<file path="src/hdl/cpuPkg.sv">
package cpuPkg;

  ////////////////////////////////////////////////////////////////////////////
  // Sizes
  ////////////////////////////////////////////////////////////////////////////
  localparam int DataWidth     = 16;   // Datapath and instruction word
  localparam int RegAddrWidth  = 4;
  localparam int NumRegs       = 16;   // r0 is hardwired to zero
  localparam int DataMemDepth  = 256;  // Words of data memory
  localparam int DataAddrWidth = 8;
  localparam int PcStep        = 2;    // Byte addressed, one word per instruction
  localparam int ResetPc       = 0;

  typedef logic [DataWidth-1:0]    wordT;
  typedef logic [RegAddrWidth-1:0] regAddrT;

  // Lives in instr[15:12]
  // Codes that are not listed fall through decode as no-ops
  typedef enum logic [3:0] {
    OpAdd = 4'd0,
    OpSub = 4'd1,
    OpXor = 4'd2,
    OpSll = 4'd4,   // Shift amount is imm4
    OpSra = 4'd5,
    OpLw  = 4'd8,   // Address is rs + sext(imm4)
    OpSw  = 4'd9,   // Stores the value of rd
    OpLlb = 4'd10,  // Low byte of rd from imm8
    OpLhb = 4'd11,  // High byte of rd from imm8
    OpHlt = 4'd15
  } opcodeT;

  ////////////////////////////////////////////////////////////////////////////
  // Pipeline payloads
  ////////////////////////////////////////////////////////////////////////////
  typedef struct packed {
    wordT pc;     // Address of the fetched word
    wordT instr;
    logic valid;
  } ifIdT;

  typedef struct packed {
    logic    valid;
    opcodeT  op;
    regAddrT rd;
    regAddrT srcA;      // Zero when the operand is not read
    regAddrT srcB;
    wordT    valA;      // Register file values, may be stale
    wordT    valB;
    wordT    imm;       // Already extended
    logic    regWrite;  // Never set for rd == 0
    logic    memRead;
    logic    memWrite;
    logic    halt;
  } idExT;

  typedef struct packed {
    logic    valid;
    wordT    result;     // ALU result or data address
    wordT    storeData;
    regAddrT storeSrc;   // Register that supplied storeData
    regAddrT rd;
    logic    regWrite;
    logic    memRead;
    logic    memWrite;
    logic    halt;
  } exMemT;

endpackage

</file>
<file path="src/hdl/fetchStage.sv">
module fetchStage import cpuPkg::*; (
  input  logic clk,
  input  logic rstN,
  input  logic stall,     // Load-use hold from decode
  input  logic haltSeen,  // HLT is in decode or already past it
  input  wordT instr,     // Instruction memory answers at pc in the same cycle
  output wordT pc,
  output ifIdT ifId
);

  logic advance;

  assign advance = !stall && !haltSeen;

  always_ff @(posedge clk or negedge rstN) begin
    if (!rstN) begin
      pc <= wordT'(ResetPc);
    end else if (advance) begin
      pc <= pc + wordT'(PcStep);  // Frozen at HLT + PcStep once halted
    end
  end

  // IF/ID register
  always_ff @(posedge clk or negedge rstN) begin
    if (!rstN) begin
      ifId <= '0;
    end else if (haltSeen) begin
      ifId.valid <= 1'b0;  // Word fetched behind HLT is dropped
    end else if (!stall) begin
      ifId <= '{pc: pc, instr: instr, valid: 1'b1};
    end
  end

  // The stalled instruction must be refetched from the same address
  assert property (@(posedge clk) disable iff (!rstN) stall |=> $stable(pc));

endmodule

</file>
<file path="config.mk">
export PLATFORM = sky130hd
export DESIGN_NAME = fetchStage
export DESIGN_NICKNAME = d
export VERILOG_FILES = /design/src/hdl/cpuPkg.sv /design/src/hdl/fetchStage.sv
export SDC_FILE = /design/constraint.sdc
export NUM_CORES = 1
export LEC_CHECK = 0
export ABC_AREA = 1
export BUFFER_PORTS_ARGS = -buffer_cell sky130_fd_sc_hd__buf_2
export CORE_ASPECT_RATIO = 1.75
export CORE_MARGIN = 2
export CORE_UTILIZATION = 49
export CTS_CLUSTER_DIAMETER = 80
export DETAILED_ROUTE_END_ITERATION = 10
export HOLD_SLACK_MARGIN = 0.03
export PLACE_DENSITY = 0.79
export SLEW_MARGIN = 30
export SYNTH_ARGS = -nofsm -noshare
export SYNTH_HDL_FRONTEND = slang
export SYNTH_SLANG_ARGS = --single-unit
</file>
<file path="constraint.sdc">
create_clock -name clk -period 1.65 [get_ports clk]
set_input_delay 0.165 -clock clk [delete_from_list [all_inputs] [get_ports clk]]
set_output_delay 0.165 -clock clk [all_outputs]
set_load 0.01 [all_outputs]
</file>
-- Yosys cells after proc, flatten, opt, wreduce, memory -nomap -nowiden
Index checks and enable logic that the tools add are counted.
- output and inout bits: 49
- word-level logic and storage cells: 14
- bits of input ports: 20
- bits in registers: 49
- mux-type cells: 2
- add/subtract/negate cells: 1
- reduce and logical (&&, ||, !) cells: 4
- bitwise operators: 2
- equality and inequality tests: 1
- operator list (kind ; count):
    $add A16 B2 Y16 const B ; 1
    $logic_not A1 Y1 ; 2
    $mux W1 ; 2
    $ne A2 B1 Y1 const B ; 1
    $not A1 Y1 ; 2
    $reduce_and A2 Y1 ; 1
    $logic_and A1 B1 Y1 ; 1

-- Longest topological paths before layout
Gate-level depths: netlist (run 1).
- word-level depth: 2
- mapped depth: 8
- mapped depth without buffers: 8

-- Least setup slack after synthesis (run 1)
No wires, ideal clock.
- kind: reg-to-reg
- from: register pc[1]
- to: register pc[13]
- library setup time: 0.120 ns
- required time: 1.530 ns
- setup slack: 0.399 ns
- cell stages (with the launch flop): 7
- data arrival time: 1.130 ns
- clock period less this slack: 1.251 ns
- path through: dfrtp_1 -> ha_1 -> nand3_2 -> nor2_4 -> nand2_1 -> o21ai_1 -> nand2_1
- word-level cells in the longest chain between the ends: 1
- ends and longest elaborated chain (item ; RTL line ; source):
    start: declaration ; fetchStage.sv:7 ; output wordT pc,
    start signal: assignment ; fetchStage.sv:17 ; pc <= wordT'(ResetPc);
    start signal: assignment ; fetchStage.sv:19 ; pc <= pc + wordT'(PcStep);
    $add A16 B2 Y16 ; fetchStage.sv:19 ;
Every way passes these cells.
A chain may end at the register's enable or synchronous reset.

-- Final worst setup path (run 1)
Ends and elaborated chain as after synthesis.

==> impl_metrics.ini, run 1 <==
[status]
outcome = complete, no violations

[clock_tree]
numCtsBuffers = 5
cts_root_buffer = clkbuf_8
cts_tree = built
worst_skew_pair_latency_ns = 0.30
clk_path_buf_depth = 2
clock_tree.htree_level_count = 2
worst_setup_hold_path_clk_slew_ns = 0.08
tritoncts_num_sinks = 47
postcts_setup_bufs = 0

[grt]
grt_use_total_pct = 20.7
vias_in_the_first_global_route = 1565
globalRouteOverflowTotal = 0
grt_first_pass_wirelength_um = 7090
grt_max_degree = 28
antenna_violations_before_repair = 0

[placed_design]
place.detailed.hpwl_um = 3100
portBuffers = 66
gp_congestion = 0.809

[timing]
fmax_mhz = 714
setup-tns-final_ns = 0
grt_setup_unrepaired = false
timing_hold_violations_final = 0
timing.final.crit_share_pct = 84.9
post-route-min-period_ns = 1.40
setup_violations = 0
hold_slack_ns = 0.0378
finClkSkew_ns = 0.00387
final_max_slew_viol_count = 0

[logic_synthesis]
synthesis.instances = 215
synth_largest_area_cell = dfrtp_1
netlist.area_leader.share_pct = 59.9
yosysUniqueCellTypes = 24
synth_seq_area_share_pct = 59.9
synth_seq_cells = 47
syn_area_um2 = 1960
postSynthAreaPerCell_um2 = 9.13
synth.area.top_cells = dfrtp_1, nand2_1, inv_1, xor2_1, o21ai_0
yosys_warnings = 0

[setup_path]
timing.critical_path.slowest_cell_delay_ns = 0.44
reg2reg_to = pc[13]$_DFFE_PN0P_
kind_of_end_point_of_the_critical_path = flip-flop
flop_to_flop_setup_slack_ns = 0.25
critical_path.n_buffers_inverters = 0
r2r.worst_path.cells = 6
path_class = flip-flop to flip-flop
rr_startpoint = pc[1]$_DFFE_PN0P_
worst-endpoint-arrival_ns = 1.59
cpMaxStageDelayCell = dfrtp_1
critical_path.startpoint_type = flip-flop
cp_max_fo = 5
critPathMostFrequentCell = nand2_1
cp_top_family = simple AND/OR/NAND/NOR gates
worstPathRequired_ns = 1.84
crit_path_cell_trace = ha_1 -> nand3_2 -> nor2_4 -> nand2_1 -> o21ai_1 -> nand2_1

[hold_path]
worst_hold_path_type = input pin to flip-flop
holdPathStages = 2
hold_path_end = ifId[0]$_DFFE_PN0P_
holdCritStartpoint = haltSeen

[run]
drv_cap = 0

[floorplan]
floorplan.io_pins = 69
placement_rows = 30
dieArea_um2 = 4550
die_height_um = 87.7
core_um2 = 3870
start_util_pct = 50.8
die_width_um = 51.8

[finish]
finish.net_count = 307
leading_cell_type_in_the_layout_fill_and_taps_excluded = nand2_1
final.fill_count = 351
syn_to_final_growth_pct = 25.6
drive_gt1_share_pct = 29.4
antenna-diode-count = 0
most-common-layout-cells = nand2_1, buf_2, dfrtp_1

[detailed_routing]
routed_via_density = 4.79
detail-route-antenna-nets = 0
vias = 1599
detail_route.iter0.violations = 35
drt_total_wl_um = 4100
wire_per_inst_um = 12.3
drc_violations_left = 0
detailedRoute.firstPassIterationCount = 4

[power_and_ir_drop]
ir_drop_uv = 690
finalPower_uw = 2780
total_leakage_power_uw = 0.00143
power-per-cell-area_nw_per_um2 = 1130
## registers in the layout (all words and copies together), names as in the netlist
| name | count |
|---|---|
| ifId | 32 |
| pc | 15 |
## per-stage QoR
step	instances	utilization, %	area [µm²]	setup WS (ns)
after floorplan	216	-	1970	0.399
after global placement	326	60.9	2350	0.282
after detailed placement	326	60.9	2350	0.251
after CTS	334	63.8	2470	0.234
after global routing	334	63.8	2470	0.135
final	334	63.8	2470	0.249
## routing by layer
layer,share of wire [%],GRT usage (%)
met5,0,0
met4,1.8,8.85
met3,4.2,4.61
met2,56,35.9
met1,38,24.1
## what timing repair did
item	in CTS	in global routing
resized for setup	0	0
endpoints found under the hold margin	20	0
hold buffers	1	0
## where the power goes
group | internal [µW] | switching [µW]
Clock | 444 | 362
Combinational | 228 | 298
Sequential | 1310 | 136
Total | 1980 | 796
## worst max-delay path by stage
stage,to,slack [ns],cells after the start,start
floorplan,pc[13]$_DFFE_PN0P_,0.40,6,pc[1]$_DFFE_PN0P_
global placement,pc[13]$_DFFE_PN0P_,0.28,6,pc[1]$_DFFE_PN0P_
detailed placement,pc[13]$_DFFE_PN0P_,0.25,6,pc[1]$_DFFE_PN0P_
CTS,pc[13]$_DFFE_PN0P_,0.23,6,pc[1]$_DFFE_PN0P_
global route,pc[13]$_DFFE_PN0P_,0.14,7,pc[1]$_DFFE_PN0P_
finish,pc[13]$_DFFE_PN0P_,0.25,6,pc[1]$_DFFE_PN0P_
## area by class of cell
| type | count | area (µm²) | share of cell area (%) |
|---|---|---|---|
| clock buffers | 6 | 72.6 | 2.94 |
| clock inverters | 1 | 30.0 | 1.22 |
| inverters | 16 | 60.1 | 2.44 |
| multi-input cells | 144 | 677 | 27.4 |
| flip-flops and latches | 47 | 1180 | 47.7 |
| well taps | 48 | 60.1 | 2.44 |
| repair buffers | 72 | 390 | 15.8 |
## kinds of logic (layout without fill, tap and decap cells)
kind of cell	after synthesis	count (layout)	synth area share, %
and+or+nand+nor	123	123	27.2
DFF	47	47	59.9
buffers and inverters	25	95	5.80
AOI/OAI and AO/OA	9	9	2.29
xor gates and xnor gates	9	9	4.02
adders and majority gates	1	1	0.637
other	1	2	0.191
## synth_stat cells (all sizes together)
cell type / n
nor3: 5
conb: 1
nand2: 103
xor2: 5
o21ai: 8
ha: 1
xnor2: 4
nor2: 8
dfrtp: 47
inv: 16
clkbuf: 2
buf: 7
nand3: 5
nand4: 2
a21oi: 1
Note: power is estimated with default switching activity, not from simulation.
==> inputs of run 2 (changes only) <==
==> constraint.sdc (replaced) <==
create_clock -name clk -period 1.4 [get_ports clk]
set_input_delay 0.14 -clock clk [delete_from_list [all_inputs] [get_ports clk]]
set_output_delay 0.14 -clock clk [all_outputs]
set_load 0.01 [all_outputs]
==> impl_metrics.ini, run 2 (synthesis gave the netlist of run 1 again) <==
[clock_tree]
worst_skew_pair_latency_ns = 0.29
worst_setup_hold_path_clk_slew_ns = 0.09
cts_root_buffer = clkbuf_8
postcts_setup_bufs = 0
tritoncts_num_sinks = 47
cts_tree = built
clock_tree.htree_level_count = 2
clk_path_buf_depth = 2
numCtsBuffers = 5

[timing]
post-route-min-period_ns = 1.31
hold_slack_ns = 0.0416
final_max_slew_viol_count = 0
finClkSkew_ns = 0.00704
setup_violations = 0
post_layout_worst_setup_margin_ns = 0.0910
timing.final.crit_share_pct = 93.5
grt_setup_unrepaired = false
fmax_mhz = 764
setup-tns-final_ns = 0
timing_hold_violations_final = 0

[finish]
drive_gt1_share_pct = 32.1
leading_cell_type_in_the_layout_fill_and_taps_excluded = nand2_1
reg_top3 = ifId: 32 flops, pc: 15 flops
design_area_um2 = 2510
finish.net_count = 313
largest_register_ff_count = 32
most-common-layout-cells = nand2_1, buf_2, dfrtp_1
syn_to_final_growth_pct = 28.1
finish.utilization_pct = 65.0
largest_register = ifId
antenna-diode-count = 0

[run]
drv_cap = 0

[floorplan]
floorplan.io_pins = 69
die_width_um = 51.8
dieArea_um2 = 4550
start_util_pct = 50.8
placement_rows = 30
core_um2 = 3870
die_height_um = 87.7

[setup_path]
critical_path.startpoint_type = flip-flop
flop_to_flop_setup_slack_ns = 0.09
kind_of_end_point_of_the_critical_path = flip-flop
worstPathRequired_ns = 1.57
cp_max_fo = 6
path_class = flip-flop to flip-flop
worst-endpoint-arrival_ns = 1.48

[detailed_routing]
drt_total_wl_um = 4230
detail-route-antenna-nets = 0
detailedRoute.firstPassIterationCount = 4
wire_per_inst_um = 12.4
detail_route.iter0.violations = 18
vias = 1648
drc_violations_left = 0
routed_via_density = 4.83

[placed_design]
portBuffers = 66
gp_congestion = 0.824
dpl-instance-area_um2 = 2390
detailedPlace.worstSlack_ns = 0.0767
place.detailed.hpwl_um = 3180

[grt]
globalRouteOverflowTotal = 0
grt_use_total_pct = 20.3
antenna_violations_before_repair = 0
grt_first_pass_wirelength_um = 6980
grt_max_degree = 48
vias_in_the_first_global_route = 1581

[hold_path]
worst_hold_path_type = input pin to flip-flop

[power_and_ir_drop]
total_leakage_power_uw = 0.00145
ir_drop_uv = 1030
power-per-cell-area_nw_per_um2 = 1250

[status]
outcome = complete, no violations
run 2: cell count changes in the layout (fill, tap and decap cells not counted), sizes merged:
cell	delta
buf	+5
bufinv	-1
clkinvlp	+1
clkinv	+1
dlygate4sd3	+1
run 2: where the power goes:
part | switching, µW | internal, µW | total (µW)
registers | 156 | 1550 | 1700
clock network | 427 | 349 | 776
logic | 378 | 287 | 665
total | 961 | 2180 | 3140
run 2: worst max-delay path: stages, from the launching register on:
cell     delay, ns
dfrtp_1       0.42
nand2_1       0.11
nor2_1        0.14
nand2_1       0.14
nor2_8        0.16
nand2_1       0.09
xor2_1        0.14
run 2: routing by layer:
metal  GRT usage (%)  vias to the layer above  share of wire, %
met5               0                        -                 0
met2            37.6                       37                57
met4            6.70                        0               1.2
met1            22.3                      804                38
li1                -                      801                 -
met3            4.44                        6               3.6
run 2: cell type report:
cell class | count | area [µm²]
inverter | 16 | 60.1
multi-input combinational | 144 | 696
timing repair buffer | 78 | 438
fill | 355 | 1350
clock inverter | 2 | 12.5
tap | 48 | 60.1
clock buffer | 6 | 72.6
sequential | 47 | 1180
run 2: repair_timing:
action,CTS,global route
setup endpoints to repair,0,1
resized for setup,0,5
endpoints found under the hold margin,48,0
hold buffers,2,0
run 2: final timing paths:
check                                            end            startpoint  cells after the start
worst max-delay path              pc[10]$_DFFE_PN0P_     pc[2]$_DFFE_PN0P_                      6
worst min-delay path            ifId[14]$_DFFE_PN0P_             instr[13]                      3
worst max register to register    pc[10]$_DFFE_PN0P_     pc[2]$_DFFE_PN0P_                      6
worst min register to register  ifId[23]$_DFFE_PN0P_  ifId[23]$_DFFE_PN0P_                      2
max in group asynchronous          pc[9]$_DFFE_PN0P_                  rstN                      3
min in group asynchronous        ifId[6]$_DFFE_PN0P_                  rstN                      3
run 2: per-stage QoR:
step | total power (µW) | std cells
3_5_place_dp | 2380 | 331
4_1_cts | 3170 | 341
6_report | 3140 | 341
3_3_place_gp | 2350 | 331
5_1_grt | 3320 | 341
2_1_floorplan | 2040 | 216
