[src/hdl/cpuPkg.sv]
package cpuPkg;

  ////////////////////////////////////////////////////////////////////////////
  // Sizes
  ////////////////////////////////////////////////////////////////////////////
  localparam int DataWidth     = 16;   // Datapath and instruction word
  localparam int RegAddrWidth  = 4;
  localparam int NumRegs       = 16;   // r0 is hardwired to zero
  localparam int DataMemDepth  = 256;  // Words of data memory
  localparam int DataAddrWidth = 8;
  localparam int PcStep        = 2;    // Byte addressed, one word per instruction
  localparam int ResetPc       = 0;

  typedef logic [DataWidth-1:0]    wordT;
  typedef logic [RegAddrWidth-1:0] regAddrT;

  // Lives in instr[15:12]
  // Codes that are not listed fall through decode as no-ops
  typedef enum logic [3:0] {
    OpAdd = 4'd0,
    OpSub = 4'd1,
    OpXor = 4'd2,
    OpSll = 4'd4,   // Shift amount is imm4
    OpSra = 4'd5,
    OpLw  = 4'd8,   // Address is rs + sext(imm4)
    OpSw  = 4'd9,   // Stores the value of rd
    OpLlb = 4'd10,  // Low byte of rd from imm8
    OpLhb = 4'd11,  // High byte of rd from imm8
    OpHlt = 4'd15
  } opcodeT;

  ////////////////////////////////////////////////////////////////////////////
  // Pipeline payloads
  ////////////////////////////////////////////////////////////////////////////
  typedef struct packed {
    wordT pc;     // Address of the fetched word
    wordT instr;
    logic valid;
  } ifIdT;

  typedef struct packed {
    logic    valid;
    opcodeT  op;
    regAddrT rd;
    regAddrT srcA;      // Zero when the operand is not read
    regAddrT srcB;
    wordT    valA;      // Register file values, may be stale
    wordT    valB;
    wordT    imm;       // Already extended
    logic    regWrite;  // Never set for rd == 0
    logic    memRead;
    logic    memWrite;
    logic    halt;
  } idExT;

  typedef struct packed {
    logic    valid;
    wordT    result;     // ALU result or data address
    wordT    storeData;
    regAddrT storeSrc;   // Register that supplied storeData
    regAddrT rd;
    logic    regWrite;
    logic    memRead;
    logic    memWrite;
    logic    halt;
  } exMemT;

endpackage

[src/hdl/decodeStage.sv]
module decodeStage import cpuPkg::*; (
  input  logic    clk,
  input  logic    rstN,
  input  ifIdT    ifId,
  input  logic    wbEn,      // Write-back from MEM/WB
  input  regAddrT wbReg,
  input  wordT    wbData,
  output idExT    idEx,
  output logic    stall,     // Load-use bubble
  output logic    haltSeen   // Sticky until reset
);

  opcodeT  op;
  regAddrT rdField;
  regAddrT rsField;
  regAddrT rtField;
  regAddrT srcA;
  regAddrT srcB;
  wordT    valA;
  wordT    valB;
  wordT    imm;
  logic    writesReg;
  logic    memRead;
  logic    memWrite;
  logic    isHalt;
  logic    haltLatched;
  logic    issue;         // A real instruction moves into ID/EX

  // Field split
  assign op      = opcodeT'(ifId.instr[15:12]);
  assign rdField = ifId.instr[11:8];
  assign rsField = ifId.instr[7:4];
  assign rtField = ifId.instr[3:0];

  ////////////////////////////////////////////////////////////////////////////
  // Control decode
  ////////////////////////////////////////////////////////////////////////////
  always_comb begin
    srcA      = '0;  // Unused sources stay r0 so they never match a hazard
    srcB      = '0;
    imm       = '0;
    writesReg = 1'b0;
    memRead   = 1'b0;
    memWrite  = 1'b0;
    isHalt    = 1'b0;
    case (op)
      OpAdd, OpSub, OpXor: begin
        srcA      = rsField;
        srcB      = rtField;
        writesReg = 1'b1;
      end
      OpSll, OpSra: begin
        srcA      = rsField;
        imm       = wordT'(ifId.instr[3:0]);  // Shift amount
        writesReg = 1'b1;
      end
      OpLw: begin
        srcA      = rsField;
        imm       = wordT'($signed(ifId.instr[3:0]));
        writesReg = 1'b1;
        memRead   = 1'b1;
      end
      OpSw: begin
        srcA     = rsField;
        srcB     = rdField;                   // Store data comes from rd
        imm      = wordT'($signed(ifId.instr[3:0]));
        memWrite = 1'b1;
      end
      OpLlb, OpLhb: begin
        srcA      = rdField;                  // Keeps the other byte of rd
        imm       = wordT'(ifId.instr[7:0]);
        writesReg = 1'b1;
      end
      OpHlt:   isHalt = 1'b1;
      default: ;                              // No-op
    endcase
  end

  regFile iRegFile (
    .clk       (clk),
    .rstN      (rstN),
    .readAddrA (srcA),
    .readAddrB (srcB),
    .readDataA (valA),
    .readDataB (valB),
    .writeEn   (wbEn),
    .writeAddr (wbReg),
    .writeData (wbData)
  );

  // Load in ID/EX feeding an operand of this instruction
  // SW store data is exempt since the memory stage patches it from MEM/WB
  assign stall = ifId.valid && idEx.valid && idEx.memRead && idEx.regWrite &&
                 ((srcA == idEx.rd) || (!memWrite && srcB == idEx.rd));

  assign issue    = ifId.valid && !stall;
  assign haltSeen = haltLatched || (ifId.valid && isHalt);

  always_ff @(posedge clk or negedge rstN) begin
    if (!rstN) begin
      haltLatched <= 1'b0;
    end else if (ifId.valid && isHalt) begin
      haltLatched <= 1'b1;
    end
  end

  // ID/EX register, controls cleared for a bubble
  always_ff @(posedge clk or negedge rstN) begin
    if (!rstN) begin
      idEx <= '0;
    end else begin
      idEx <= '{valid: issue, op: op, rd: rdField, srcA: srcA, srcB: srcB,
                valA: valA, valB: valB, imm: imm,
                regWrite: issue && writesReg && (rdField != '0),
                memRead: issue && memRead, memWrite: issue && memWrite,
                halt: issue && isHalt};
    end
  end

  // One bubble per load, and HLT never waits behind one
  assert property (@(posedge clk) disable iff (!rstN) stall |=> !(stall || haltSeen));

  // Fetch keeps the stalled word in IF/ID
  assert property (@(posedge clk) disable iff (!rstN)
                   stall |=> ifId.valid && $stable(ifId.pc));

endmodule

[src/hdl/regFile.sv]
module regFile import cpuPkg::*; (
  input  logic    clk,
  input  logic    rstN,
  input  regAddrT readAddrA,
  input  regAddrT readAddrB,
  output wordT    readDataA,
  output wordT    readDataB,
  input  logic    writeEn,
  input  regAddrT writeAddr,
  input  wordT    writeData
);

  wordT regs [NumRegs];

  always_ff @(posedge clk or negedge rstN) begin
    if (!rstN) begin
      regs <= '{default: '0};
    end else if (writeEn && writeAddr != '0) begin
      regs[writeAddr] <= writeData;  // r0 is never written
    end
  end

  // Write-back in the same cycle wins over the stored word
  assign readDataA = (readAddrA == '0)                       ? '0        :
                     (writeEn && writeAddr == readAddrA)     ? writeData :
                                                               regs[readAddrA];

  assign readDataB = (readAddrB == '0)                       ? '0        :
                     (writeEn && writeAddr == readAddrB)     ? writeData :
                                                               regs[readAddrB];

endmodule

[config.mk]
export PLATFORM = sky130hd
export DESIGN_NAME = decodeStage
export DESIGN_NICKNAME = d
export VERILOG_FILES = /design/src/hdl/cpuPkg.sv /design/src/hdl/decodeStage.sv /design/src/hdl/regFile.sv
export SDC_FILE = /design/constraint.sdc
export NUM_CORES = 1
export LEC_CHECK = 0
export BUFFER_PORTS_ARGS = -buffer_cell sky130_fd_sc_hd__buf_4
export CORE_UTILIZATION = 30
export CTS_CLUSTER_SIZE = 25
export DETAILED_ROUTE_END_ITERATION = 10
export GPL_ROUTABILITY_DRIVEN = 0
export PLACE_DENSITY = 0.56
export SLEW_MARGIN = 20
export SYNTH_ARGS = -nofsm -noshare
export SYNTH_HDL_FRONTEND = slang
export SYNTH_SLANG_ARGS = --single-unit
[constraint.sdc]
create_clock -name clk -period 9.4 [get_ports clk]
set_input_delay 2.82 -clock clk [delete_from_list [all_inputs] [get_ports clk]]
set_output_delay 2.82 -clock clk [all_outputs]
set_load 0.01 [all_outputs]
### Word level (Yosys, flattened, before mapping)

Index checks and enable logic that the tools add are counted.

* order comparisons: 4
* muxes and demuxes: 20
* divide/modulo/power cells: 0
* $add $sub $neg: 0
* bitwise gates (word level): 3
* reductions and logical operators: 31
* shift-type cells: 0
* equal/unequal tests: 13
* multipliers: 0

Operators with widths (count)
* bitwise mux 256 bit: 1
* 2-to-1 mux 16 bit: 9
* binary-select mux 16 bit (select 4 bit): 2
* demux 16 bit (select 4 bit): 1
* one-hot mux 16 bit (3 select lines): 1
* equality test 4 bit, second input constant: 5
* equality test 4 bit: 4
* logical AND 1 bit: 16
* one-hot mux 4 bit (2 select lines): 2
* >= comparator 5 bit, second input constant: 3
* NOT 4 -> 5 bit: 3
* zero test 4 bit: 3
* equality test 4 x 3 -> 1 bit, second input constant: 2
* nonzero test 4 bit: 2
* OR reduction 8 bit: 1
* OR reduction 7 bit: 1
* OR reduction 2 bit: 3
* < comparator 5 x 1 -> 1 bit, second input constant: 1
* equality test 4 x 1 -> 1 bit, second input constant: 1
* equality test 4 x 2 -> 1 bit, second input constant: 1
* 2-to-1 mux 1 bit: 4
* OR reduction 3 bit: 1
* zero test 1 bit: 2
* logical OR 1 bit: 2

* memory bits (read-only): 0
* bits in latches: 0
* output and inout bits: 71
* memories: 0
* flip-flop bits (word level): 326
* word-level logic and storage cells: 100
* RAM bits: 0
* bits of input ports: 56

### Logic depth before layout (Yosys ltp)

* depth after elaboration: 11
* depth in mapped cells: 11
* depth with buffers taken out: 7

### Cells and area by module

A second synthesis with hierarchy kept.

* cells, all modules: 1217
* area, all modules: 16385.7 um2

Modules (own cells, without submodules)
* regFile: cells each 1048, times used 1, sequential area each 6406.1 um2, area an instance 14052.2 um2
* decodeStage: cells each 169, times used 1, sequential area each 1576.5 um2, area an instance 2333.5 um2

### Worst setup path before layout

No wires, ideal clock.

* kind: in2out
* from: input ifId[14] (netlist bit)
* to: output stall
* required time: 6.580 ns
* data arrival time: 4.703 ns
* cell stages on the path: 11
* buffers on the path: 4
* path slack: 1.877 ns
* cell sequence: buf_2 > buf_2 > nor2_1 > a211oi_2 > inv_2 > buf_2 > buf_4 > xnor2_1 > o2111ai_1 > o41ai_2 > and2_1

* longest elaborated chain between the ends: 7
* elaborated cells between the ends (all ways): 21
* classes of those cells: eq/ne (10); mux (3); reduce/logical (8)

RTL lines
* start, declared: RTL line decodeStage.sv:4 `input ifIdT ifId,`
* equality test 4 x 1 -> 1 bit (tied with other cells): RTL line decodeStage.sv:46 `case (op)`
* OR reduction 3 bit: RTL line decodeStage.sv:46
* one-hot mux 4 bit (2 select lines): RTL line decodeStage.sv:46
* equality test 4 bit: RTL line decodeStage.sv:94 `((srcA == idEx.rd) || (!memWrite && srcB == idEx.rd));`
* logical AND 1 bit: RTL line decodeStage.sv:94
* logical OR 1 bit (*): RTL line decodeStage.sv:94
* logical AND 1 bit (*): RTL line decodeStage.sv:93 `assign stall = ifId.valid && idEx.valid && idEx.memRead && idEx.regWrite &&`
* end, declared: RTL line decodeStage.sv:9 `output logic stall,`

Mark *: on every way between the ends. The rest lies on a longest branch, timed or not.

### Worst setup path in the final report

* from: input ifId[15] (netlist bit)
* to: output stall

The elaborated chain is that of the path after synthesis.

==> flow_summary.json <==
{
  "most-common-layout-cells": "dfrtp_1, mux2_2, mux2i_1",
  "async_flop_share_pct": 100.0,
  "drt_wl_total_mm": 52.79,
  "cpLargestDelayFamily": "compound AO/OA/AOI/OAI gates",
  "ant_nets": 0,
  "power_frac_seq_pct": 43.6,
  "critical_path.max_stage_delay_ps": 730,
  "pre_cts_ws_ps": 1528,
  "clkSlewWorstSetupHoldPaths_ps": 50,
  "cp_num_buf_inv": 2,
  "drtIter0Drc": 724,
  "skew_ps": 15.86,
  "cts_setup_buffers": 0,
  "drc": 0,
  "coreArea_sq_um": 54350,
  "power.internal_w": 0.002976,
  "whs_ps": 397.9,
  "synthCells": 1442,
  "synth_edf_count": 0,
  "worst-slew-pin-transition_ps": 1173,
  "status": "finished, final reports clean",
  "fin_nets": 1529,
  "synth.avg_cell_area_sq_um": 11.55,
  "power_leakage_nw": 8.529,
  "slowest_stage": "o41ai_2",
  "grt_usage_pct": 18.63,
  "wl_met2_mm": 23.62,
  "p_sw_w": 0.001183,
  "vias_per_cell": 5.388,
  "clock_power_share_pct": 35.5,
  "rsz0062_at_grt": "false",
  "swShare_pct": 28.43,
  "synth_cell_type_count": 67,
  "design.die.area_sq_um": 56460,
  "io_buffers": 110,
  "arrival_ps": 5080,
  "power_frac_comb_pct": 20.9,
  "cts_resized": 0,
  "clockBufferDepth": 3,
  "synth_warnings": 0,
  "max-vdd-ir-drop_mv": 0.1102,
  "grt_pass1_vias": 12150,
  "min_period_ps": 7898,
  "die_height_um": 237.6,
  "startpoint_type": "primary input",
  "finalCritPeriodShare_pct": 84.02,
  "crit_type": "in2out",
  "hpwl_mm": 30.20,
  "clkSinkCount": 319,
  "finalPower_w": 0.004159,
  "crit_path_frequent_cell": "buf_4",
  "num_io_pins": 127,
  "ys.flop_type": "dfrtp_1",
  "initial_core_util_pct": 30.65,
  "antenna_found_initial": 6,
  "placed_area_sq_um": 18050,
  "avgRoutedWirePerCell_um": 23.56,
  "synthXorXnorAreaFrac_pct": 0.6311,
  "fin_area_sq_um": 19300,
  "synthToLayoutAreaGrowth_pct": 15.87,
  "cts_buffers": 35,
  "synthesis.nets": 1498,
  "ctsRootBufferMaster": "clkbuf_16",
  "synth_top_family_by_area": "multiplexers",
  "timing.final.ws_setup_ps": 1502,
  "clock.fmax_mhz": 126.6,
  "cts_tree": "yes",
  "grt_first_pass_wirelength_mm": 78.43,
  "end_kind": "primary output",
  "rows": 85,
  "drv_cap": 0,
  "holdCritPathClass": "reg2reg",
  "routed.top_layer": "met5",
  "cts.htree.levels": 2,
  "synthMuxAreaShare_pct": 27.56,
  "setup-violations-final": 0,
  "cp.required_ps": 6580,
  "worstPathCellList": "buf_4 -> and3b_4 -> a221oi_4 -> xnor2_1 -> o41ai_2 -> and2_1 -> buf_4",
  "wl_met3_mm": 3.531,
  "drive_above_1_share_pct": 30.44,
  "ys_ff_latch": 319,
  "grt_max_degree": 151,
  "clock_latency_ps": 530,
  "seq_area_frac_synth_pct": 47.93,
  "die_w_um": 237.6,
  "cp_max_fo": 24,
  "hold_viol": 0,
  "powerDensity_nw_per_um2": 215.5,
  "synth_compound_area_share_pct": 12.58,
  "drv_slew": 0,
  "timing.setup.tns_ps": 0,
  "hold_buffers": 0,
  "met1_length_mm": 24.14,
  "final_common_cell": "dfrtp_1",
  "synthesis.area_sq_um": 16650,
  "synthSimpleGateAreaFrac_pct": 6.641,
  "slew_headroom_pct": 21.51,
  "gr-total-overflow": 0,
  "drt_pass1_iterations": 5,
  "yosys.area_share.adder_pct": 0,
  "num_vias": 12080
}
-- cell usage after synthesis (5+ instances only) --
cell type	count	area share, %
nand3_1	12	0.36
dfrtp_1	319	48
o21bai_1	10	0.45
buf_4	15	0.68
o21ai_0	78	2.3
nand2b_1	9	0.34
a211oi_1	22	0.99
a2111oi_0	19	1.0
o32ai_1	5	0.26
a21oi_1	21	0.63
nor2b_1	27	1.0
o221ai_1	20	1.1
a221oi_1	15	0.79
o22ai_1	54	2.0
nor2_1	16	0.36
mux2_2	229	15
mux2i_1	201	12
buf_2	32	0.96
xnor2_1	10	0.53
a31oi_1	5	0.19
inv_1	26	0.59
a221o_1	16	0.96
nand2_1	116	2.6
nor4b_1	6	0.32
buf_6	5	0.34
clkbuf_1	88	2.0
-- per-stage QoR --
stage          util, %  cells
2_1_floorplan        -   1442
3_3_place_gp     33.22   2175
3_5_place_dp     33.22   2175
4_1_cts          35.49   2237
5_1_grt          35.49   2237
6_report         35.51   2241
-- cell type report --
type	count	area, sq um
antenna	4	10.01
clock buffer	50	1045
clock inverter	12	190.2
fill	5399	35050
inverter	29	111.4
multi-input combinational	952	7981
sequential	319	7983
tap	739	924.6
timing repair buffer	136	1054
-- path summary, 6_finish.rpt --
| kind | start | to | slack (ps) | cells after the start |
|---|---|---|---|---|
| min in group asynchronous | rstN | iRegFile.regs[0] | 2320 | 1 |
| min | iRegFile.regs[245] | iRegFile.regs[245] | 400 | 0 |
| max reg2reg | idEx[63] | idEx[68] | 7610 | 3 |
| max | ifId[15] | stall | 1500 | 7 |
| max in group asynchronous | rstN | iRegFile.regs[89] | 5550 | 2 |
| min reg2reg | iRegFile.regs[245] | iRegFile.regs[245] | 400 | 0 |
-- cells by family after synthesis --
logic type      count (synthesis)
compound gates                290
xor+xnor                       12
buf+inv                       171
flops                         319
mux                           430
simple gates                  220
-- per-layer routing --
layer  GRT usage (%)  up-vias
li1                -     5364
met1           25.78     6172
met2           29.04      422
met3           4.030      111
met4           5.552        6
met5               0        -
-- worst reg2reg max path, delay by kind of cell, from the launching register on --
family	cells	cell delay (ps)
xor+xnor	1	190
compound gates	2	940
flops	1	480
-- power groups by stage --
stage	sequential, W	clock, W	combinational (W)
after floorplan	0.00180	0	0.000598
after global placement	0.00182	0	0.000856
after detailed placement	0.00183	0	0.000868
after CTS	0.00181	0.00151	0.000872
after global routing	0.00185	0.00156	0.000949
final	0.00181	0.00148	0.000870
-- flip-flops by register name (all words and copies together), names as in the netlist --
register,flops
haltLatched,1
iRegFile.regs,256
idEx,62
Power figures use the tool's default switching activity.
