[src/hdl/cpuPkg.sv]
package cpuPkg;

  ////////////////////////////////////////////////////////////////////////////
  // Sizes
  ////////////////////////////////////////////////////////////////////////////
  localparam int DataWidth     = 16;   // Datapath and instruction word
  localparam int RegAddrWidth  = 4;
  localparam int NumRegs       = 16;   // r0 is hardwired to zero
  localparam int DataMemDepth  = 256;  // Words of data memory
  localparam int DataAddrWidth = 8;
  localparam int PcStep        = 2;    // Byte addressed, one word per instruction
  localparam int ResetPc       = 0;

  typedef logic [DataWidth-1:0]    wordT;
  typedef logic [RegAddrWidth-1:0] regAddrT;

  // Lives in instr[15:12]
  // Codes that are not listed fall through decode as no-ops
  typedef enum logic [3:0] {
    OpAdd = 4'd0,
    OpSub = 4'd1,
    OpXor = 4'd2,
    OpSll = 4'd4,   // Shift amount is imm4
    OpSra = 4'd5,
    OpLw  = 4'd8,   // Address is rs + sext(imm4)
    OpSw  = 4'd9,   // Stores the value of rd
    OpLlb = 4'd10,  // Low byte of rd from imm8
    OpLhb = 4'd11,  // High byte of rd from imm8
    OpHlt = 4'd15
  } opcodeT;

  ////////////////////////////////////////////////////////////////////////////
  // Pipeline payloads
  ////////////////////////////////////////////////////////////////////////////
  typedef struct packed {
    wordT pc;     // Address of the fetched word
    wordT instr;
    logic valid;
  } ifIdT;

  typedef struct packed {
    logic    valid;
    opcodeT  op;
    regAddrT rd;
    regAddrT srcA;      // Zero when the operand is not read
    regAddrT srcB;
    wordT    valA;      // Register file values, may be stale
    wordT    valB;
    wordT    imm;       // Already extended
    logic    regWrite;  // Never set for rd == 0
    logic    memRead;
    logic    memWrite;
    logic    halt;
  } idExT;

  typedef struct packed {
    logic    valid;
    wordT    result;     // ALU result or data address
    wordT    storeData;
    regAddrT storeSrc;   // Register that supplied storeData
    regAddrT rd;
    logic    regWrite;
    logic    memRead;
    logic    memWrite;
    logic    halt;
  } exMemT;

endpackage

[src/hdl/bypassIf.sv]
interface bypassIf import cpuPkg::*; ();

  // EX/MEM source, only set when the result is ready in that stage
  logic    exMemRegWrite;
  regAddrT exMemRd;
  wordT    exMemResult;

  // MEM/WB source, same strobe that writes the register file
  logic    wbEn;
  regAddrT wbReg;
  wordT    wbData;

  modport source (
    output exMemRegWrite, exMemRd, exMemResult,
    output wbEn, wbReg, wbData
  );

  modport sink (
    input exMemRegWrite, exMemRd, exMemResult,
    input wbEn, wbReg, wbData
  );

endinterface

[src/hdl/executeStage.sv]
module executeStage import cpuPkg::*; (
  input  logic         clk,
  input  logic         rstN,
  input  idExT         idEx,
  bypassIf.sink        bypass,
  output exMemT        exMem
);

  logic fwdExA;     // Operand A from EX/MEM
  logic fwdExB;
  logic fwdWbA;     // Operand A from MEM/WB
  logic fwdWbB;
  wordT opA;
  wordT opB;        // Also the store data
  wordT aluResult;

  ////////////////////////////////////////////////////////////////////////////
  // Forwarding, youngest producer first
  ////////////////////////////////////////////////////////////////////////////
  assign fwdExA = bypass.exMemRegWrite && (idEx.srcA != '0) && (bypass.exMemRd == idEx.srcA);
  assign fwdExB = bypass.exMemRegWrite && (idEx.srcB != '0) && (bypass.exMemRd == idEx.srcB);
  assign fwdWbA = bypass.wbEn && (idEx.srcA != '0) && (bypass.wbReg == idEx.srcA);
  assign fwdWbB = bypass.wbEn && (idEx.srcB != '0) && (bypass.wbReg == idEx.srcB);

  assign opA = fwdExA ? bypass.exMemResult :
               fwdWbA ? bypass.wbData      : idEx.valA;
  assign opB = fwdExB ? bypass.exMemResult :
               fwdWbB ? bypass.wbData      : idEx.valB;

  // ALU, also forms the data address for LW and SW
  always_comb begin
    case (idEx.op)
      OpAdd:       aluResult = opA + opB;               // Wraps
      OpSub:       aluResult = opA - opB;
      OpXor:       aluResult = opA ^ opB;
      OpSll:       aluResult = opA << idEx.imm[3:0];
      OpSra:       aluResult = wordT'($signed(opA) >>> idEx.imm[3:0]);
      OpLw, OpSw:  aluResult = opA + idEx.imm;
      OpLlb:       aluResult = {opA[DataWidth-1:8], idEx.imm[7:0]};
      OpLhb:       aluResult = {idEx.imm[7:0], opA[7:0]};
      default:     aluResult = '0;
    endcase
  end

  // EX/MEM register
  always_ff @(posedge clk or negedge rstN) begin
    if (!rstN) begin
      exMem <= '0;
    end else begin
      exMem <= '{valid: idEx.valid, result: aluResult, storeData: opB,
                 storeSrc: idEx.srcB, rd: idEx.rd, regWrite: idEx.regWrite,
                 memRead: idEx.memRead, memWrite: idEx.memWrite,
                 halt: idEx.halt};
    end
  end

  // The memory stage hides loads from the EX/MEM bypass
  assert property (@(posedge clk) disable iff (!rstN)
                   (fwdExA || fwdExB) |-> !$past(idEx.valid && idEx.memRead));

endmodule

[src/flat_wrapper.sv]
// flat-port wrapper written by rule: the top's interface ports become plain ports
module executeStage_flat import cpuPkg::*;
  (clk, rstN, idEx, exMem, bypass_exMemRegWrite, bypass_exMemRd, bypass_exMemResult, bypass_wbEn, bypass_wbReg, bypass_wbData);
  bypassIf bypass_i ();
  input  logic clk;
  input  logic rstN;
  input  idExT idEx;
  output exMemT exMem;
  input wire logic [$bits(bypass_i.exMemRegWrite)-1:0] bypass_exMemRegWrite;
  input wire logic [$bits(bypass_i.exMemRd)-1:0] bypass_exMemRd;
  input wire logic [$bits(bypass_i.exMemResult)-1:0] bypass_exMemResult;
  input wire logic [$bits(bypass_i.wbEn)-1:0] bypass_wbEn;
  input wire logic [$bits(bypass_i.wbReg)-1:0] bypass_wbReg;
  input wire logic [$bits(bypass_i.wbData)-1:0] bypass_wbData;
  assign bypass_i.exMemRegWrite = bypass_exMemRegWrite;
  assign bypass_i.exMemRd = bypass_exMemRd;
  assign bypass_i.exMemResult = bypass_exMemResult;
  assign bypass_i.wbEn = bypass_wbEn;
  assign bypass_i.wbReg = bypass_wbReg;
  assign bypass_i.wbData = bypass_wbData;
  executeStage u_core (.clk(clk), .rstN(rstN), .idEx(idEx), .bypass(bypass_i), .exMem(exMem));
endmodule
[config.mk]
export PLATFORM = sky130hd
export DESIGN_NAME = executeStage_flat
export DESIGN_NICKNAME = d
export VERILOG_FILES = /design/src/hdl/cpuPkg.sv /design/src/hdl/bypassIf.sv /design/src/hdl/executeStage.sv /design/src/flat_wrapper.sv
export SDC_FILE = /design/constraint.sdc
export NUM_CORES = 1
export LEC_CHECK = 0
export ABC_AREA = 0
export BUFFER_PORTS_ARGS = -buffer_cell sky130_fd_sc_hd__clkbuf_2
export CORE_ASPECT_RATIO = 0.8
export CORE_MARGIN = 3
export CORE_UTILIZATION = 55
export CTS_CLUSTER_SIZE = 14
export DETAILED_ROUTE_END_ITERATION = 7
export PLACE_DENSITY = 0.87
export SLEW_MARGIN = 20
export SYNTH_ARGS = -nofsm -noshare
export SYNTH_HDL_FRONTEND = slang
export SYNTH_SLANG_ARGS = --single-unit
[constraint.sdc]
create_clock -name clk -period 1 [get_ports clk]
set_input_delay 0.05 -clock clk [delete_from_list [all_inputs] [get_ports clk]]
set_output_delay 0.05 -clock clk [all_outputs]
set_load 0.01 [all_outputs]
==> flow_results.xml, run 1 <==
<?xml version="1.0" encoding="UTF-8"?>
<metrics>
  <group name="outcome">
    <metric name="outcome" unit="">did not finish</metric>
    <metric name="failed_at" unit="">5_1_grt</metric>
    <metric name="error_message" unit="">[ERROR GRT-0116] Global routing finished with congestion. Check the congestion regions in the DRC Viewer.</metric>
  </group>
  <group name="global_routing">
    <metric name="vias_in_the_first_global_route" unit="">10700</metric>
    <metric name="grt_use_total" unit="%">81.6</metric>
    <metric name="grt_max_degree" unit="">46</metric>
    <metric name="first_pass_grt_wire_length" unit="um">66100</metric>
    <metric name="grt_overflow" unit="">149</metric>
  </group>
  <group name="synthesis">
    <metric name="postSynthNetCount" unit="">782</metric>
    <metric name="synth_seq_cells" unit="">45</metric>
    <metric name="ys.flop_type" unit="">dfrtp_1</metric>
    <metric name="synthesis.area_per_instance" unit="um^2">8.05</metric>
    <metric name="synth_sequential_area_ratio" unit="%">21.5</metric>
    <metric name="postSynthCellCount" unit="">652</metric>
    <metric name="yosys_warnings" unit="">0</metric>
    <metric name="synth_enable_flop_cells" unit="">0</metric>
    <metric name="asyncSetResetFlopFracSynth" unit="%">100</metric>
    <metric name="netlist-cell-type-count" unit="">72</metric>
    <metric name="synthesis.area" unit="um^2">5250</metric>
  </group>
  <group name="place">
    <metric name="gp_congestion" unit="">1.15</metric>
    <metric name="io_buffers" unit="">157</metric>
    <metric name="hpwl" unit="um">21400</metric>
    <metric name="placement.cell_area" unit="um^2">7670</metric>
    <metric name="numPlacedInstances" unit="">1090</metric>
    <metric name="detailedPlace.worstSlack" unit="ps">-3540</metric>
  </group>
  <group name="die">
    <metric name="die_outline_width" unit="um">115</metric>
    <metric name="initial_utilization" unit="%">57.3</metric>
    <metric name="pin_count" unit="">158</metric>
    <metric name="die_height" unit="um">93.4</metric>
    <metric name="row_count" unit="">31</metric>
  </group>
  <group name="clock_network">
    <metric name="cts.sink_count" unit="">45</metric>
    <metric name="cts-root-buf" unit="">clkbuf_16</metric>
    <metric name="clock_tree.buffer_depth" unit="">2</metric>
    <metric name="htree_levels" unit="">2</metric>
    <metric name="numCtsBuffers" unit="">5</metric>
  </group>
</metrics>
through the flow:
stage          TNS (ps)  util, %  hold WS (ps)
3_3_place_gp     -54300     83.8          44.7
2_1_floorplan    -44130        -          -246
4_1_cts          -46260     96.2          32.3
3_5_place_dp     -60530     83.8          54.6
cell usage after synthesis (5+ instances only):
cell type | number | area (um^2)
a211oi_1 | 8 | 60.1
a21oi_1 | 26 | 130
a22oi_1 | 13 | 97.6
a31oi_1 | 18 | 113
and2_1 | 8 | 50.1
buf_1 | 5 | 18.8
clkbuf_1 | 32 | 120
dfrtp_1 | 45 | 1130
ha_1 | 16 | 200
inv_1 | 7 | 26.3
inv_2 | 6 | 22.5
mux2_2 | 7 | 78.8
mux2i_1 | 49 | 490
mux4_2 | 12 | 270
nand2_1 | 50 | 188
nand3_1 | 31 | 155
nand4_1 | 6 | 37.5
nor2_1 | 51 | 191
nor2b_1 | 7 | 43.8
nor3_1 | 31 | 155
o211ai_1 | 8 | 60.1
o21ai_0 | 53 | 265
o21ai_1 | 17 | 85.1
o221ai_1 | 10 | 87.6
xnor2_1 | 34 | 298
xor2_1 | 12 | 105
timing repair:
action,4_1_cts
pin swaps,51
setup buffers,35
setup endpoints to repair,32
hold buffers,10
resized for setup,143
endpoints found under the hold margin,54
routing by layer:
| metal | overflow | global-route usage, % |
|---|---|---|
| met5 | 0 | 36.4 |
| met4 | 56 | 86.8 |
| met3 | 8 | 67.0 |
| met2 | 84 | 96.3 |
| met1 | 1 | 79.7 |
logic make-up after synthesis:
kind of cell             count (synthesis)  synth area share (%)
adder cells (fa/ha/maj)                 17                  4.20
multiplexers                            68                  16.0
flip-flops                              45                  21.5
XOR/XNOR                                46                  7.68
AND/OR/NAND/NOR                        219                  20.7
AO/OA/AOI/OAI                          201                  25.5
buffers and inverters                   56                  4.41
==> run 2, diff against run 1 <==
- CORE_ASPECT_RATIO: 0.8 -> not set
- CORE_UTILIZATION: 55 -> 40
- CTS_CLUSTER_SIZE: 14 -> not set
- PLACE_DENSITY: 0.87 -> not set
- PLACE_DENSITY_LB_ADDON: not set -> 0.15
==> flow_results.xml, run 2 <==
<?xml version="1.0" encoding="UTF-8"?>
<metrics>
  <group name="power">
    <metric name="p_sw" unit="mW">3.69</metric>
    <metric name="power_leakage" unit="nW">4.22</metric>
    <metric name="p_comb_share" unit="%">56.6</metric>
    <metric name="power.internal" unit="mW">5.94</metric>
    <metric name="power_per_unit_of_standard_cell_area" unit="nW/um^2">1050</metric>
    <metric name="clock_power_share" unit="%">21.8</metric>
    <metric name="p_seq_share" unit="%">21.6</metric>
    <metric name="switching_share" unit="%">38.3</metric>
    <metric name="power.ir.vdd_worst" unit="mV">0.727</metric>
  </group>
  <group name="global_routing">
    <metric name="grt_overflow" unit="">0</metric>
    <metric name="antenna_found_initial" unit="">0</metric>
    <metric name="first_pass_grt_wire_length" unit="um">38700</metric>
    <metric name="vias_in_the_first_global_route" unit="">7284</metric>
    <metric name="grt_use_total" unit="%">34.1</metric>
    <metric name="grt_max_degree" unit="">46</metric>
  </group>
  <group name="timing">
    <metric name="finalWorstSetupSlack" unit="ps">-2800</metric>
    <metric name="slew_violations" unit="">0</metric>
    <metric name="timing.final.crit_period" unit="ps">3800</metric>
    <metric name="finalHoldViolations" unit="">0</metric>
    <metric name="worst_slew_pin_slew" unit="ps">503</metric>
    <metric name="finalHoldWorstSlack" unit="ps">14.7</metric>
    <metric name="max_freq" unit="GHz">0.263</metric>
    <metric name="setup_viol_count_final" unit="">32</metric>
    <metric name="unrepaired_setup_endpoints_after_global_routing" unit="">true</metric>
    <metric name="maxSlewHeadroom" unit="%">65.6</metric>
    <metric name="timing.final.crit_share" unit="%">380</metric>
  </group>
  <group name="worst_setup_path">
    <metric name="timing_worst_setup_path_type" unit="">input port to flip-flop</metric>
    <metric name="critical-path-max-stage-delay" unit="ps">520</metric>
    <metric name="slowest_stage" unit="">or4_4</metric>
    <metric name="critical_path_arrival" unit="ps">4000</metric>
    <metric name="worst_ep_required_time" unit="ps">1200</metric>
    <metric name="cp-start-kind" unit="">input port</metric>
    <metric name="worstPathCellList" unit="">buf_8 -&gt; or4_4 -&gt; and4_4 -&gt; nand3_2 -&gt; a31o_4 -&gt; inv_2 -&gt; or4_4 -&gt; and3_4 -&gt; a221o_1 -&gt; ha_4 -&gt; o21a_1 -&gt; o31a_1 -&gt; o211ai_1 -&gt; buf_4 -&gt; o211ai_1 -&gt; a41o_2 -&gt; buf_6 -&gt; a2111oi_4 -&gt; a211oi_2 -&gt; nand2_1</metric>
    <metric name="cp_top_family" unit="">compound AO/OA/AOI/OAI gates</metric>
    <metric name="worst-path-buf-inv" unit="">4</metric>
    <metric name="cp_max_fo" unit="">6</metric>
    <metric name="crit_end_category" unit="">flip-flop</metric>
  </group>
  <group name="clock_network">
    <metric name="worst_setup_hold_path_clk_slew" unit="ps">80</metric>
    <metric name="clock_tree.buffer_depth" unit="">2</metric>
    <metric name="cts-root-buf" unit="">clkbuf_16</metric>
    <metric name="htree_levels" unit="">2</metric>
    <metric name="cts.sink_count" unit="">45</metric>
    <metric name="numCtsBuffers" unit="">5</metric>
    <metric name="tritoncts_clock_tree" unit="">yes</metric>
  </group>
  <group name="route">
    <metric name="detail_route.iter0.violations" unit="">690</metric>
    <metric name="mean_number_of_vias_per_cell" unit="">5.93</metric>
    <metric name="detail_route.drc_violations" unit="">0</metric>
    <metric name="met3_wl_post_dr" unit="um">2160</metric>
    <metric name="vias" unit="">7238</metric>
    <metric name="wl_per_cell" unit="um">21.1</metric>
    <metric name="dr.max_layer_used" unit="">met4</metric>
    <metric name="dr.pass1.iters" unit="">6</metric>
    <metric name="detailroute.wirelength.met2" unit="um">12000</metric>
    <metric name="detail-route-antenna-nets" unit="">0</metric>
    <metric name="met1_length" unit="um">10200</metric>
    <metric name="detail_route.wirelength" unit="um">25800</metric>
  </group>
  <group name="synthesis">
    <metric name="synth_top_cells_by_area" unit="">dfrtp_1 (21%), mux2i_1 (9.3%), xnor2_1 (5.7%)</metric>
    <metric name="synth_seq_cells" unit="">45</metric>
    <metric name="ys_top_cells_by_count" unit="">o21ai_0 (53), nor2_1 (51), nand2_1 (50)</metric>
    <metric name="synth_top_cell_area_share" unit="%">21.5</metric>
    <metric name="yosys.area.top_type" unit="">dfrtp_1</metric>
    <metric name="post-synth-top-count-cell" unit="">o21ai_0</metric>
    <metric name="synthesis.area" unit="um^2">5250</metric>
    <metric name="yosys_warnings" unit="">0</metric>
    <metric name="synthesis.area_per_instance" unit="um^2">8.05</metric>
    <metric name="postSynthNetCount" unit="">782</metric>
    <metric name="postSynthCellCount" unit="">652</metric>
    <metric name="asyncSetResetFlopFracSynth" unit="%">100</metric>
    <metric name="synth_sequential_area_ratio" unit="%">21.5</metric>
    <metric name="ys.flop_type" unit="">dfrtp_1</metric>
    <metric name="synth_enable_flop_cells" unit="">0</metric>
    <metric name="netlist-cell-type-count" unit="">72</metric>
  </group>
  <group name="layout">
    <metric name="antenna_cells_inserted" unit="">0</metric>
    <metric name="layout_common_cells" unit="">buf_4 (220), clkbuf_2 (154), nand2_1 (48), mux2i_1 (45), dfrtp_1 (45)</metric>
    <metric name="flip_flop_count_of_the_largest_register_all_copies_and_words_added" unit="">45</metric>
    <metric name="finish.utilization" unit="%">72.3</metric>
    <metric name="drive_above_1_share" unit="%">54.7</metric>
    <metric name="layout_area_overhead" unit="%">75.3</metric>
    <metric name="nNetsFinal" unit="">1177</metric>
    <metric name="regMostFlops" unit="">u_core.exMem</metric>
    <metric name="final_cells" unit="">1220</metric>
    <metric name="largestRegisters" unit="">u_core.exMem x45</metric>
    <metric name="layout.cells.most_common" unit="">buf_4</metric>
  </group>
  <group name="die">
    <metric name="initial_utilization" unit="%">41.2</metric>
    <metric name="die_height" unit="um">121</metric>
    <metric name="pin_count" unit="">158</metric>
    <metric name="placeableCoreArea" unit="um^2">12700</metric>
    <metric name="row_count" unit="">41</metric>
    <metric name="die_outline_width" unit="um">121</metric>
    <metric name="dieArea" unit="um^2">14500</metric>
  </group>
  <group name="place">
    <metric name="io_buffers" unit="">157</metric>
    <metric name="gp_congestion" unit="">1.02</metric>
    <metric name="detailedPlace.worstSlack" unit="ps">-3230</metric>
    <metric name="hpwl" unit="um">19600</metric>
    <metric name="numPlacedInstances" unit="">1162</metric>
  </group>
  <group name="outcome">
    <metric name="violations" unit="">negative setup slack</metric>
    <metric name="outcome" unit="">finished with violations</metric>
  </group>
  <group name="run">
    <metric name="count_of_maximum_capacitance_violations" unit="">0</metric>
  </group>
  <group name="min_path">
    <metric name="timing.hold.worst.class" unit="">input port to flip-flop</metric>
  </group>
</metrics>
==> run 2: cell counts after synthesis <==
No cell type changed its count.
==> run 2: kinds of logic after synthesis <==
group / after synthesis / share of synthesized area [%]
AOI/OAI and AO/OA: 201 / 25.5
buffers and inverters: 56 / 4.41
muxes: 68 / 16.0
xor gates and xnor gates: 46 / 7.68
DFF: 45 / 21.5
adders and majority gates: 17 / 4.20
and+or+nand+nor: 219 / 20.7
==> run 2: worst paths after layout <==
kind / slack, ps / start / endpoint / depth (start not counted)
min: 10 / idEx[55] / u_core.exMem[11]$_DFF_PN0_ / 2
min in group asynchronous: 280 / rstN / u_core.exMem[43]$_DFF_PN0_ / 3
max: -2800 / idEx[52] / u_core.exMem[43]$_DFF_PN0_ / 20
max in group asynchronous: 480 / rstN / u_core.exMem[34]$_DFF_PN0_ / 3
==> run 2: timing repair <==
| item | 4_1_cts | 5_1_grt |
|---|---|---|
| setup buffers | 32 | 15 |
| hold buffers | 11 | 1 |
| setup endpoints to repair | 32 | 32 |
| pin swaps | 51 | 49 |
| hold endpoints to repair | 55 | 1 |
| gates resized for setup | 96 | 83 |
==> run 2: area by class of cell <==
type                            count  area [um^2]
Timing Repair Buffer              430         3070
Fill cell                        1007         3520
Clock inverter                      3         47.5
Tap cell                          172          215
Inverter                           14         55.1
Sequential cell                    45         1130
Multi-Input combinational cell    551         4560
Clock buffer                        5          125
==> run 2: routing by layer <==
| metal | track usage [%] | vias to the layer above |
|---|---|---|
| li1 | - | 3260 |
| met1 | 43.9 | 3477 |
| met2 | 56.5 | 398 |
| met3 | 6.41 | 103 |
| met4 | 13.9 | 0 |
| met5 | 0 | - |
==> run 2: power groups by stage <==
stage / combinational [mW] / clock [mW] / sequential [mW]
4_1_cts: 4.98 / 2.12 / 2.08
6_report: 5.45 / 2.10 / 2.08
3_3_place_gp: 4.31 / 0 / 2.11
3_5_place_dp: 4.38 / 0 / 2.11
5_1_grt: 5.77 / 2.18 / 2.09
2_1_floorplan: 2.13 / 0 / 2.21
==> run 2: per-stage QoR <==
step	total power [mW]	cell area [um^2]	TNS [ps]
after detailed placement	6.49	7850	-57930
after global placement	6.42	7850	-56460
after CTS	9.18	8770	-44230
after floorplan	4.34	5360	-44130
after global routing	10.0	9200	-48130
final	9.63	9200	-45620
(Power assumes the default switching activity.)
